`src/include/pulse_consts.svh`:
```
`ifndef PULSE_CONSTS_SVH
`define PULSE_CONSTS_SVH

// host register map
`define REG_PERIOD   4'd0
`define REG_SYNC_UP  4'd1
`define REG_P1WIDTH  4'd2
`define REG_P2START  4'd3
`define REG_ATT_DOWN 4'd4
`define REG_DELAY    4'd5
`define REG_OFFRES   4'd6
`define REG_ATTEN    4'd7
// data ignored, sends the staged set
`define REG_COMMIT   4'd8

// field lsbs inside the REG_ATTEN word
`define ATTEN_PP_PUMP_LSB  0
`define ATTEN_PP_PROBE_LSB 7
`define ATTEN_POST_ATT_LSB 14
`define ATTEN_DOUBLE_LSB   21
`define ATTEN_PUMP_ON_LSB  22

// buffer entries, also the loader's credits after reset
`define FIFO_DEPTH 4
// att3 drops this many counts before sync_up
`define ATT3_LEAD  30

`endif

```
`src/source/pulse_pkg.sv`:
```
package pulse_pkg;

   // one complete timing set as loaded by the host
   // all times are in clk_pll counts from the start of the frame
   typedef struct packed {
      // last counter value of the frame, the frame is period+1 counts long
      logic [31:0] period;
      // end of the sync gate
      logic [31:0] sync_up;
      // pump pulse width
      logic [31:0] p1width;
      // start of the probe pulse
      logic [31:0] p2start;
      // end of the probe attenuation and of the record window
      logic [31:0] att_down;
      // record window offset after sync_up
      logic [31:0] delay;
      // start of the off-resonance second pulse
      logic [31:0] offres_delay;
      // attenuator codes
      logic [6:0]  pp_pump;
      logic [6:0]  pp_probe;
      logic [6:0]  post_att;
      // second pulse enable and its inverted polarity
      logic        double_pulse;
      logic        pump_on;
   } pulse_timing_t;

   // single register write from the host
   typedef struct packed {
      logic [3:0]  addr;
      logic [31:0] data;
   } host_wr_t;

   // registered sequencer outputs
   typedef struct packed {
      logic        sync_on;
      logic        pulse_on;
      logic [6:0]  att1;
      logic [6:0]  att3;
      logic        record_start;
      // marks the cycle that carries counter 0
      logic        frame_start;
   } pulse_out_t;

endpackage

```
`src/source/pulse_sequencer.sv`:
```
`timescale 1ns/1ps
`include "pulse_consts.svh"

module pulse_sequencer
   import pulse_pkg::*;
(
   input  logic          clk_pll,
   input  logic          resetn,
   input  logic          avail,
   input  pulse_timing_t head,
   output logic          pop,
   input  logic          pump,
   output pulse_out_t    pulse
);

   pulse_timing_t cur;
   logic          armed;
   logic [31:0]   counter;
   logic          frame_end;
   logic [31:0]   att1_end;
   logic [31:0]   att3_end;
   logic [31:0]   offres_end;
   logic [31:0]   rec_begin;
   logic          offres_win;
   pulse_out_t    pulse_nxt;

   // last count of the current frame
   assign frame_end = armed && (counter == cur.period);
   // take a set when idle, or at the frame boundary if one is waiting
   assign pop       = avail && (!armed || frame_end);

   // thresholds, 32-bit wrap as in the bench hardware
   assign att1_end   = cur.p1width + 32'd1;
   assign att3_end   = cur.sync_up - 32'(`ATT3_LEAD);
   assign offres_end = cur.offres_delay + cur.p1width;
   assign rec_begin  = cur.sync_up + cur.delay;

   // off-resonance second pulse window, open interval
   assign offres_win = cur.double_pulse &&
                       (counter > cur.offres_delay) &&
                       (counter < offres_end);

   // output decode for the present counter value
   always_comb begin
      pulse_nxt = '0;
      if (armed) begin
         pulse_nxt.sync_on = (counter < cur.sync_up);
         // pump pulse, gap, probe up to sync_up, then optional second pulse
         if (counter < cur.p1width) begin
            pulse_nxt.pulse_on = pump;
         end else if (counter < cur.p2start) begin
            pulse_nxt.pulse_on = 1'b0;
         end else if (counter < cur.sync_up) begin
            pulse_nxt.pulse_on = 1'b1;
         end else begin
            pulse_nxt.pulse_on = offres_win && !cur.pump_on;
         end
         // pump code around the pump pulse and after att_down
         if ((counter < att1_end) || (counter > cur.att_down)) begin
            pulse_nxt.att1 = cur.pp_pump;
         end else begin
            pulse_nxt.att1 = cur.pp_probe;
         end
         // att3 opens ahead of the end of sync
         if ((counter < att3_end) || (counter > cur.att_down)) begin
            pulse_nxt.att3 = cur.post_att;
         end else begin
            pulse_nxt.att3 = '0;
         end
         pulse_nxt.record_start = (counter >= rec_begin) && (counter < cur.att_down);
         pulse_nxt.frame_start  = (counter == 32'd0);
      end
   end

   // counter, armed flag and registered outputs
   always_ff @(posedge clk_pll) begin
      if (resetn) begin
         armed   <= 1'b0;
         counter <= '0;
         pulse   <= '0;
      end else begin
         pulse <= pulse_nxt;
         if (pop) begin
            armed <= 1'b1;
         end
         // held at 0 while idle so the first set starts clean
         if (!armed || frame_end) begin
            counter <= '0;
         end else begin
            counter <= counter + 32'd1;
         end
      end
   end

   // active set, replaced only on a pop
   always_ff @(posedge clk_pll) begin
      if (pop) begin
         cur <= head;
      end
   end

   // no frame marker before a set has been taken
   a_frame_armed: assert property (
      @(posedge clk_pll) disable iff (resetn)
      pulse.frame_start |-> $past(armed)
   ) else $error("frame_start while idle");

endmodule

```
`src/source/pulse_timing_top.sv`:
```
`timescale 1ns/1ps
`include "pulse_consts.svh"

module pulse_timing_top
   import pulse_pkg::*;
(
   input  logic       clk_pll,
   input  logic       resetn,
   input  logic       host_valid,
   input  host_wr_t   host_wr,
   output logic       host_ready,
   input  logic       pump,
   output pulse_out_t pulse
);

   // loader to buffer
   logic          push;
   pulse_timing_t push_data;
   logic          credit_return;

   // buffer to sequencer
   logic          avail;
   pulse_timing_t head;
   logic          pop;

   // host writes staged into timing sets
   timing_loader i_loader (
      .clk_pll       (clk_pll),
      .resetn        (resetn),
      .host_valid    (host_valid),
      .host_wr       (host_wr),
      .host_ready    (host_ready),
      .push          (push),
      .push_data     (push_data),
      .credit_return (credit_return)
   );

   // committed sets waiting for a frame boundary
   timing_fifo #(
      .DEPTH     (`FIFO_DEPTH),
      .payload_t (pulse_timing_t)
   ) i_fifo (
      .clk_pll       (clk_pll),
      .resetn        (resetn),
      .push          (push),
      .push_data     (push_data),
      .avail         (avail),
      .head          (head),
      .pop           (pop),
      .credit_return (credit_return)
   );

   // frame counter and pulse outputs
   pulse_sequencer i_seq (
      .clk_pll (clk_pll),
      .resetn  (resetn),
      .avail   (avail),
      .head    (head),
      .pop     (pop),
      .pump    (pump),
      .pulse   (pulse)
   );

endmodule

```
`src/source/timing_fifo.sv`:
```
`timescale 1ns/1ps
`include "pulse_consts.svh"

module timing_fifo #(
   parameter int  DEPTH     = `FIFO_DEPTH,
   parameter type payload_t = logic
) (
   input  logic     clk_pll,
   input  logic     resetn,
   input  logic     push,
   input  payload_t push_data,
   output logic     avail,
   output payload_t head,
   input  logic     pop,
   output logic     credit_return
);

   // pointer width, at least one bit for a single entry
   localparam int PTR_W = (DEPTH > 1) ? $clog2(DEPTH) : 1;
   localparam int CNT_W = $clog2(DEPTH + 1);

   payload_t         mem [DEPTH];
   logic [PTR_W-1:0] wr_ptr;
   logic [PTR_W-1:0] rd_ptr;
   logic [CNT_W-1:0] count;
   logic             full;

   // wrap at DEPTH so any depth works
   function automatic logic [PTR_W-1:0] ptr_inc(input logic [PTR_W-1:0] p);
      return (p == PTR_W'(DEPTH - 1)) ? '0 : p + 1'b1;
   endfunction

   assign avail = (count != '0);
   assign full  = (count == CNT_W'(DEPTH));
   // show-ahead read
   assign head  = mem[rd_ptr];

   // storage
   always_ff @(posedge clk_pll) begin
      if (push) begin
         mem[wr_ptr] <= push_data;
      end
   end

   // pointers, occupancy and the credit pulse
   always_ff @(posedge clk_pll) begin
      if (resetn) begin
         wr_ptr        <= '0;
         rd_ptr        <= '0;
         count         <= '0;
         credit_return <= 1'b0;
      end else begin
         if (push) begin
            wr_ptr <= ptr_inc(wr_ptr);
         end
         if (pop) begin
            rd_ptr <= ptr_inc(rd_ptr);
         end
         count         <= count + CNT_W'(push) - CNT_W'(pop);
         // one credit back per freed slot
         credit_return <= pop;
      end
   end

   // loader credits must keep us from overflowing
   a_no_push_full: assert property (
      @(posedge clk_pll) disable iff (resetn)
      push |-> !full
   ) else $error("push into a full buffer");

   a_no_pop_empty: assert property (
      @(posedge clk_pll) disable iff (resetn)
      pop |-> avail
   ) else $error("pop from an empty buffer");

endmodule

```
`src/source/timing_loader.sv`:
```
`timescale 1ns/1ps
`include "pulse_consts.svh"

module timing_loader
   import pulse_pkg::*;
(
   input  logic          clk_pll,
   input  logic          resetn,
   input  logic          host_valid,
   input  host_wr_t      host_wr,
   output logic          host_ready,
   output logic          push,
   output pulse_timing_t push_data,
   input  logic          credit_return
);

   // wide enough to hold the full credit count
   localparam int CRED_W = $clog2(`FIFO_DEPTH + 1);

   logic              wr_acc;
   logic              commit_acc;
   logic [CRED_W-1:0] credits;
   pulse_timing_t     shadow;

   // one free buffer slot is needed before any write is taken
   assign host_ready = (credits != '0);
   assign wr_acc     = host_valid && host_ready;
   assign commit_acc = wr_acc && (host_wr.addr == `REG_COMMIT);

   // staged set, one register per write
   always_ff @(posedge clk_pll) begin
      if (resetn) begin
         shadow <= '0;
      end else if (wr_acc) begin
         case (host_wr.addr)
            `REG_PERIOD:   shadow.period       <= host_wr.data;
            `REG_SYNC_UP:  shadow.sync_up      <= host_wr.data;
            `REG_P1WIDTH:  shadow.p1width      <= host_wr.data;
            `REG_P2START:  shadow.p2start      <= host_wr.data;
            `REG_ATT_DOWN: shadow.att_down     <= host_wr.data;
            `REG_DELAY:    shadow.delay        <= host_wr.data;
            `REG_OFFRES:   shadow.offres_delay <= host_wr.data;
            `REG_ATTEN: begin
               // packed attenuator word
               shadow.pp_pump      <=
                  host_wr.data[`ATTEN_PP_PUMP_LSB +: $bits(shadow.pp_pump)];
               shadow.pp_probe     <=
                  host_wr.data[`ATTEN_PP_PROBE_LSB +: $bits(shadow.pp_probe)];
               shadow.post_att     <=
                  host_wr.data[`ATTEN_POST_ATT_LSB +: $bits(shadow.post_att)];
               shadow.double_pulse <= host_wr.data[`ATTEN_DOUBLE_LSB];
               shadow.pump_on      <= host_wr.data[`ATTEN_PUMP_ON_LSB];
            end
            // commit and unmapped addresses leave the shadow alone
            default: ;
         endcase
      end
   end

   // push follows the commit write by one cycle
   always_ff @(posedge clk_pll) begin
      if (resetn) begin
         push <= 1'b0;
      end else begin
         push <= commit_acc;
      end
   end

   // snapshot of the shadow as it stood at the commit
   always_ff @(posedge clk_pll) begin
      if (commit_acc) begin
         push_data <= shadow;
      end
   end

   // credit is taken at the commit, so the push in flight already owns one
   // returns come back one per popped entry
   always_ff @(posedge clk_pll) begin
      if (resetn) begin
         credits <= CRED_W'(`FIFO_DEPTH);
      end else begin
         credits <= credits - CRED_W'(commit_acc) + CRED_W'(credit_return);
      end
   end

   // every push was paid for on the cycle before
   a_push_has_credit: assert property (
      @(posedge clk_pll) disable iff (resetn)
      push |-> ($past(credits) != '0)
   ) else $error("push without a held credit");

   // the buffer never returns more credits than it has entries
   a_credit_bound: assert property (
      @(posedge clk_pll) disable iff (resetn)
      credits <= CRED_W'(`FIFO_DEPTH)
   ) else $error("credit count above buffer depth");

endmodule

```
`config.mk`:
```
export PLATFORM = sky130hd
export DESIGN_NAME = pulse_timing_top
export DESIGN_NICKNAME = d
export VERILOG_FILES = /design/src/source/pulse_pkg.sv /design/src/source/pulse_sequencer.sv /design/src/source/pulse_timing_top.sv /design/src/source/timing_fifo.sv /design/src/source/timing_loader.sv
export VERILOG_INCLUDE_DIRS = /design/src /design/src/include
export SDC_FILE = /design/constraint.sdc
export NUM_CORES = 2
export LEC_CHECK = 0
export BUFFER_PORTS_ARGS = -buffer_cell sky130_fd_sc_hd__buf_2
export CAP_MARGIN = 10
export CORE_ASPECT_RATIO = 0.7
export CORE_MARGIN = 1.5
export CORE_UTILIZATION = 60
export CTS_CLUSTER_SIZE = 10
export DETAILED_ROUTE_END_ITERATION = 8
export HOLD_SLACK_MARGIN = 0.15
export MAX_ROUTING_LAYER = met4
export PLACE_DENSITY = 0.74
export SYNTH_ARGS = -nofsm -noshare
export SYNTH_HDL_FRONTEND = slang
export SYNTH_HIERARCHICAL = 1
export SYNTH_SLANG_ARGS = --single-unit
```
`constraint.sdc`:
```
create_clock -name clk_pll -period 28.5 [get_ports clk_pll]
set_input_delay 2.85 -clock clk_pll [delete_from_list [all_inputs] [get_ports clk_pll]]
set_output_delay 2.85 -clock clk_pll [all_outputs]
set_load 0.05 [all_outputs]
```
======== Word level (Yosys, flattened, before mapping) ========
Memory sizes are Yosys's and may differ from the RTL's. A register that Yosys moved wholly into a read port is not among the register bits.
Cells that the tools add are included.
storage, ports and cells
  memory bits (writable) .................. 988
  logic and storage cells ................. 109
  input port bits ......................... 40
  register bits ........................... 557
  memories ................................ 1
memory list
  name        words  width  rd ports  clocked after memory_dff  wr ports  line               text
  i_fifo.mem  4      247    1         1                         1         timing_fifo.sv:22  payload_t mem [DEPTH];
cells by class
  reductions and logical operators ........ 28
  equal/unequal tests ..................... 11
  add/subtract/negate cells ............... 11
  bitwise logic cells ..................... 2
  $lt $le $gt $ge ......................... 10
  mux-type cells .......................... 8
operator list
  cell                                                                  count
  32-bit less-than comparator                                           7
  32-bit by 1-bit adder with 32-bit output, second input constant       2
  32-bit adder                                                          2
  32-bit > comparator                                                   2
  32-bit == test                                                        1
  32-bit >= comparator                                                  1
  32-bit zero test                                                      1
  32-bit by 5-bit subtractor with 32-bit output, second input constant  1
  4-bit by 3-bit == test with 1-bit output, second input constant       4
  2-bit AND reduction                                                   8
  4-bit by 2-bit == test with 1-bit output, second input constant       2
  1-bit logical AND                                                     8
  7-bit two-way mux                                                     1
  3-bit by 1-bit adder with 3-bit output                                2
  3-bit nonzero test                                                    2
  3-bit by 1-bit subtractor with 3-bit output                           2
  1-bit two-way mux                                                     5
  2-bit by 1-bit adder with 2-bit output, second input constant         2
  2-bit == test, second input constant                                  2
  4-bit by 1-bit == test with 1-bit output, second input constant       1
  4-bit == test, second input constant                                  1
  4-bit zero test                                                       1
  2-bit two-way mux                                                     2
  2-bit OR reduction                                                    2
  4 further kinds                                                       8

======== Logic depth before layout (Yosys ltp) ========
  word-level depth ........................ 7
  mapped depth ............................ 22

======== Modules after synthesis ========
The synthesis kept the hierarchy.
modules (own cells, without submodules)
  module           area each (um^2)  sequential area each (um^2)  cells each  times used
  timing_fifo      36364.9           29868.6                      1333        1
  pulse_sequencer  20517.2           8438.1                       1955        1
  timing_loader    17444.2           12441.9                      1134        1

======== Worst setup path after synthesis ========
Ideal clock, no wire load.
  path type ............................... reg-to-reg
  start ................................... register i_seq.counter[12]
  end ..................................... register i_fifo.count[2]
  arrival time ............................ 22.473 ns
  path slack .............................. 5.917 ns
  cell stages (with the launch flop) ...... 14
  required time ........................... 28.390 ns
  period minus slack after synthesis ...... 22.583 ns
  path through ............................ dfxtp_1 > clkbuf_1 > xnor2_1 > nand4_1 > nor4_1 > nand2_1 > a21boi_0 > ha_1 > inv_1 > ha_1 > inv_1 > fa_1 > xnor3_1 > nor2_1
between the ends
  word-level cells in the longest chain between the ends .. 5
ends and longest elaborated chain
  item                                         line                    text
  start: declaration                           pulse_sequencer.sv:18   logic [31:0] counter;
  start signal: assignment                     pulse_sequencer.sv:90   counter <= counter + 32'd1;
  32-bit == test                               pulse_sequencer.sv:28   assign frame_end = armed && (counter == cur.period);
  1-bit logical AND                            pulse_sequencer.sv:28
  1-bit logical OR                             pulse_sequencer.sv:30   assign pop = avail && (!armed || frame_end);
  1-bit logical AND                            pulse_sequencer.sv:30
  named net pop                                pulse_timing_top.sv:24  logic pop;
  3-bit by 1-bit subtractor with 3-bit output  timing_fifo.sv:59       count <= count + CNT_W'(push) - CNT_W'(pop);
  end signal: assignment                       timing_fifo.sv:59
  end: declaration                             timing_fifo.sv:25       logic [CNT_W-1:0] count;
The timed path passes the listed nets, and every way through them passes these cells.
A chain may end at the register's enable or synchronous reset.

======== Final worst setup path ========
  start ................................... register i_seq/cur[151] (netlist name)
  end ..................................... register i_seq/pulse[16] (netlist name)
between the ends
  word-level cells in the longest chain between the ends .. 7
  elaborated cells between the ends (all ways) .. 8
  classes of those cells .................. add/sub (1); order compare (2); mux (3); reduce/logical (2)
ends and longest elaborated chain
  item                         line                   text
  32-bit adder                 pulse_sequencer.sv:35  assign offres_end = cur.offres_delay + cur.p1width;
  32-bit less-than comparator  pulse_sequencer.sv:41  (counter < offres_end);
  1-bit logical AND            pulse_sequencer.sv:40  (counter > cur.offres_delay) &&
  1-bit logical AND            pulse_sequencer.sv:56  pulse_nxt.pulse_on = offres_win && !cur.pump_on;
  1-bit two-way mux            pulse_sequencer.sv:53  end else if (counter < cur.sync_up) begin
  1-bit two-way mux            pulse_sequencer.sv:51  end else if (counter < cur.p2start) begin
  1-bit two-way mux (*)        pulse_sequencer.sv:49  if (counter < cur.p1width) begin
Every way passes the cells marked *; elsewhere a longest branch is shown, timed or not.

==> reports/metrics.yaml <==
total_power_uw: 7500
fin_crit_ps: 5830
synth_top_area_share_pct: 59.9
nNetsFinal: 5001
antenna_found_initial: 2
crit_required_ps: 29190
period_share_pct: 20.5
finalMaxSlewViolations: 0
clock_sinks: 1794
pwr-share-clk_pct: 30.9
utilization_pct: 67.0
path_class: "reg -> reg"
coreArea_sq_mm: 0.122
synth_edf_count: 1482
drt-total-wl_mm: 170
overflow: 0
power_density_mw_per_mm2: 91.5
synth_nets: 4823
synth_commonest_cells: "edfxtp_1 (1,482), ha_1 (357), dfxtp_1 (312)"
p_int_uw: 5240
fin_area_sq_mm: 0.0819
combPwrFrac_pct: 24.9
crit_path_frequent_cell: "a211oi_1"
seqPwrFrac_pct: 44.2
dp_hpwl_mm: 105
drive_gt1_share_pct: 13.5
synthTopCellsByArea: "edfxtp_1 (60%), dfxtp_1 (8.4%), mux4_2 (7.5%)"
synth-seq-area-share_pct: 68.3
slew_headroom_pct: 8.56
cpPeakStageDelay_ps: 930
synthToLayoutAreaGrowth_pct: 10.2
critPathArrivalTime_ps: 6520
row_count: 107
switching_share_pct: 30.1
cts-resized-gates: 0
worst_setup_path_start_kind: "flop"
cp_slowest_cell: "a221oi_1"
cts_setup_buffers: 0
vias_per_cell: 6.11
place_congestion: 0.882
finalHoldViolCount: 0
die_area_sq_mm: 0.126
clock.fmax_mhz: 171
worstSkewPairLatency_ps: 840
dp_cells: 6035
path_buf_inv: 1
hp-class: "reg -> reg"
path_cells: "ha_1, inv_1, fa_1, nor2b_1, o21ai_0, a21oi_1, o211ai_1, a211oi_1, o21ai_1, a211oi_1, a211oi_1, xor2_1, ha_1, nor2b_1, o21ai_0, nand3_1, nor3_1, o21ai_0, a221oi_1, o22ai_1, a211oi_1"
drt_iter0_markers: 4169
ir_worst_vdd_mv: 0.0733
power_switching_uw: 2260
p_leak_uw: 0.0300
postPlaceCellArea_sq_mm: 0.0761
fin_cells: 6394
avgRoutedWirePerCell_um: 26.6
vias: 39100
ys_seq_elements: 1794
synth_cells: 4422
synth_cell_type_count: 87
port_buffers: 58
cts.path.max_buffers: 3
drc: 0
endpoint_kind: "flop"
cts_tree: "yes"
drtAntennaViolNets: 0
worstPathMaxFanout: 6
io_pins: 59
start_util_pct: 60.8
die_h_um: 297
htree_levels: 4
firstDrtPassIters: 5
numCtsBuffers: 198
ys_warn_count: 6
syn_avg_cell_area_sq_um: 16.8
grt_pass1_wl_mm: 253
finalClockSkew_ps: 63.5
first_global_vias: 39300
drv_cap: 0
crit_family: "compound AO/OA/AOI/OAI gates"
clk_pin_slew_worst_paths_ps: 50
tns_ps: 0
rsz0062_at_grt: "false"
grt_start_max_net_pins: 156
post-synth-top-count-cell: "edfxtp_1"
die_w_um: 424
grt_util_all_layers_pct: 28.2
worst_pin_slew_ps: 1370
clock-root-buffer: "clkbuf_16"
status: "complete, no violations"
finalSetupViolations: 0
ctsHoldBuffers: 0
syn_area_sq_mm: 0.0743
ys_async_sr_fraction_pct: 0
synthFlopType: "edfxtp_1"
synth_top_area_cell: "edfxtp_1"
[cells in the final DEF, fill, tap and decap left out, types with 5 or more instances in the layout]
cell,count
xor2_1,47
nor4_1,22
nor3_1,30
o21a_1,12
nor2_1,118
buf_2,57
edfxtp_1,1482
clkinv_16,9
buf_4,69
o21bai_1,9
and3_1,22
or3_1,9
a21oi_1,116
mux4_2,247
clkbuf_1,141
a211oi_1,16
dfxtp_1,310
o21ai_1,5
nand2_1,109
nand2b_1,301
inv_1,191
o21ai_0,80
o211ai_1,11
mux2i_1,257
xnor2_1,123
a21o_1,116
a31oi_1,8
clkbuf_16,198
and4_1,7
nor3b_1,9
nand4_1,72
nand3_1,54
nand3_2,5
o31ai_1,5
ha_1,357
a2111oi_0,6
nor2b_1,25
[sequential cells by signal, summed over array words and instances (netlist names), named ones only]
signal                flops
i_fifo/rd_ptr             2
i_seq/counter            32
i_loader/push_data      247
i_seq/armed               1
i_fifo/wr_ptr             2
i_seq/cur               247
i_fifo/count              3
i_loader/shadow         247
i_fifo/credit_return      1
i_loader/push             1
i_fifo/mem              988
i_seq/pulse              18
i_loader/credits          3
[power groups by stage]
stage / logic (uW) / registers [uW] / clock network [uW]
3_5_place_dp: 1840 / 3370 / 0
3_3_place_gp: 1820 / 3360 / 0
6_report: 1860 / 3320 / 2320
2_1_floorplan: 1500 / 3450 / 0
4_1_cts: 1860 / 3320 / 2350
5_1_grt: 2070 / 3330 / 2460
[routing by layer]
layer  GRT usage (%)  share of wire, %  up-vias
met1            40.9                44    19900
met5               -                 0        -
met4            6.55               2.0        0
met2            42.1                46     1566
met3            4.94               8.2      249
li1                -                 -    17300
[metrics by stage]
step	setup slack, ps	hold WS, ps
after floorplan	5920	409
after global placement	22340	414
after detailed placement	22350	415
after CTS	22720	407
after global routing	22310	423
final	22670	408
[cell type report]
type,count,area [sq um]
diodes,1,2.50
inverters,191,717
clock inverters,17,363
clock buffers,341,5510
well taps,1635,2050
multi-input cells,2285,21700
flip-flops and latches,1794,50800
repair buffers,130,877
fillers,8132,40300
[path summary, 6_finish.rpt]
path | depth (start not counted) | slack [ps] | start | to
worst max-delay path | 21 | 22670 | i_seq/cur[151] | i_seq/pulse[16]
worst min-delay path | 0 | 410 | i_loader/shadow[159] | i_loader/push_data[159]
worst max register to register | 21 | 22670 | i_seq/cur[151] | i_seq/pulse[16]
worst min register to register | 0 | 410 | i_loader/shadow[159] | i_loader/push_data[159]
[logic make-up (layout without fill, tap and decap cells)]
logic type               after synthesis  count (layout)  synth area share, %
AND/OR/NAND/NOR                      823             823                 6.26
other                                  0               1                    0
XOR/XNOR                             171             171                 2.03
AO/OA/AOI/OAI                        426             426                 3.73
adder cells (fa/ha/maj)              361             361                 6.12
flip-flops                          1794            1794                 68.3
buffers and inverters                343             679                 2.63
multiplexers                         504             504                 10.9
No activity file was read; power rests on OpenSTA's default activity.
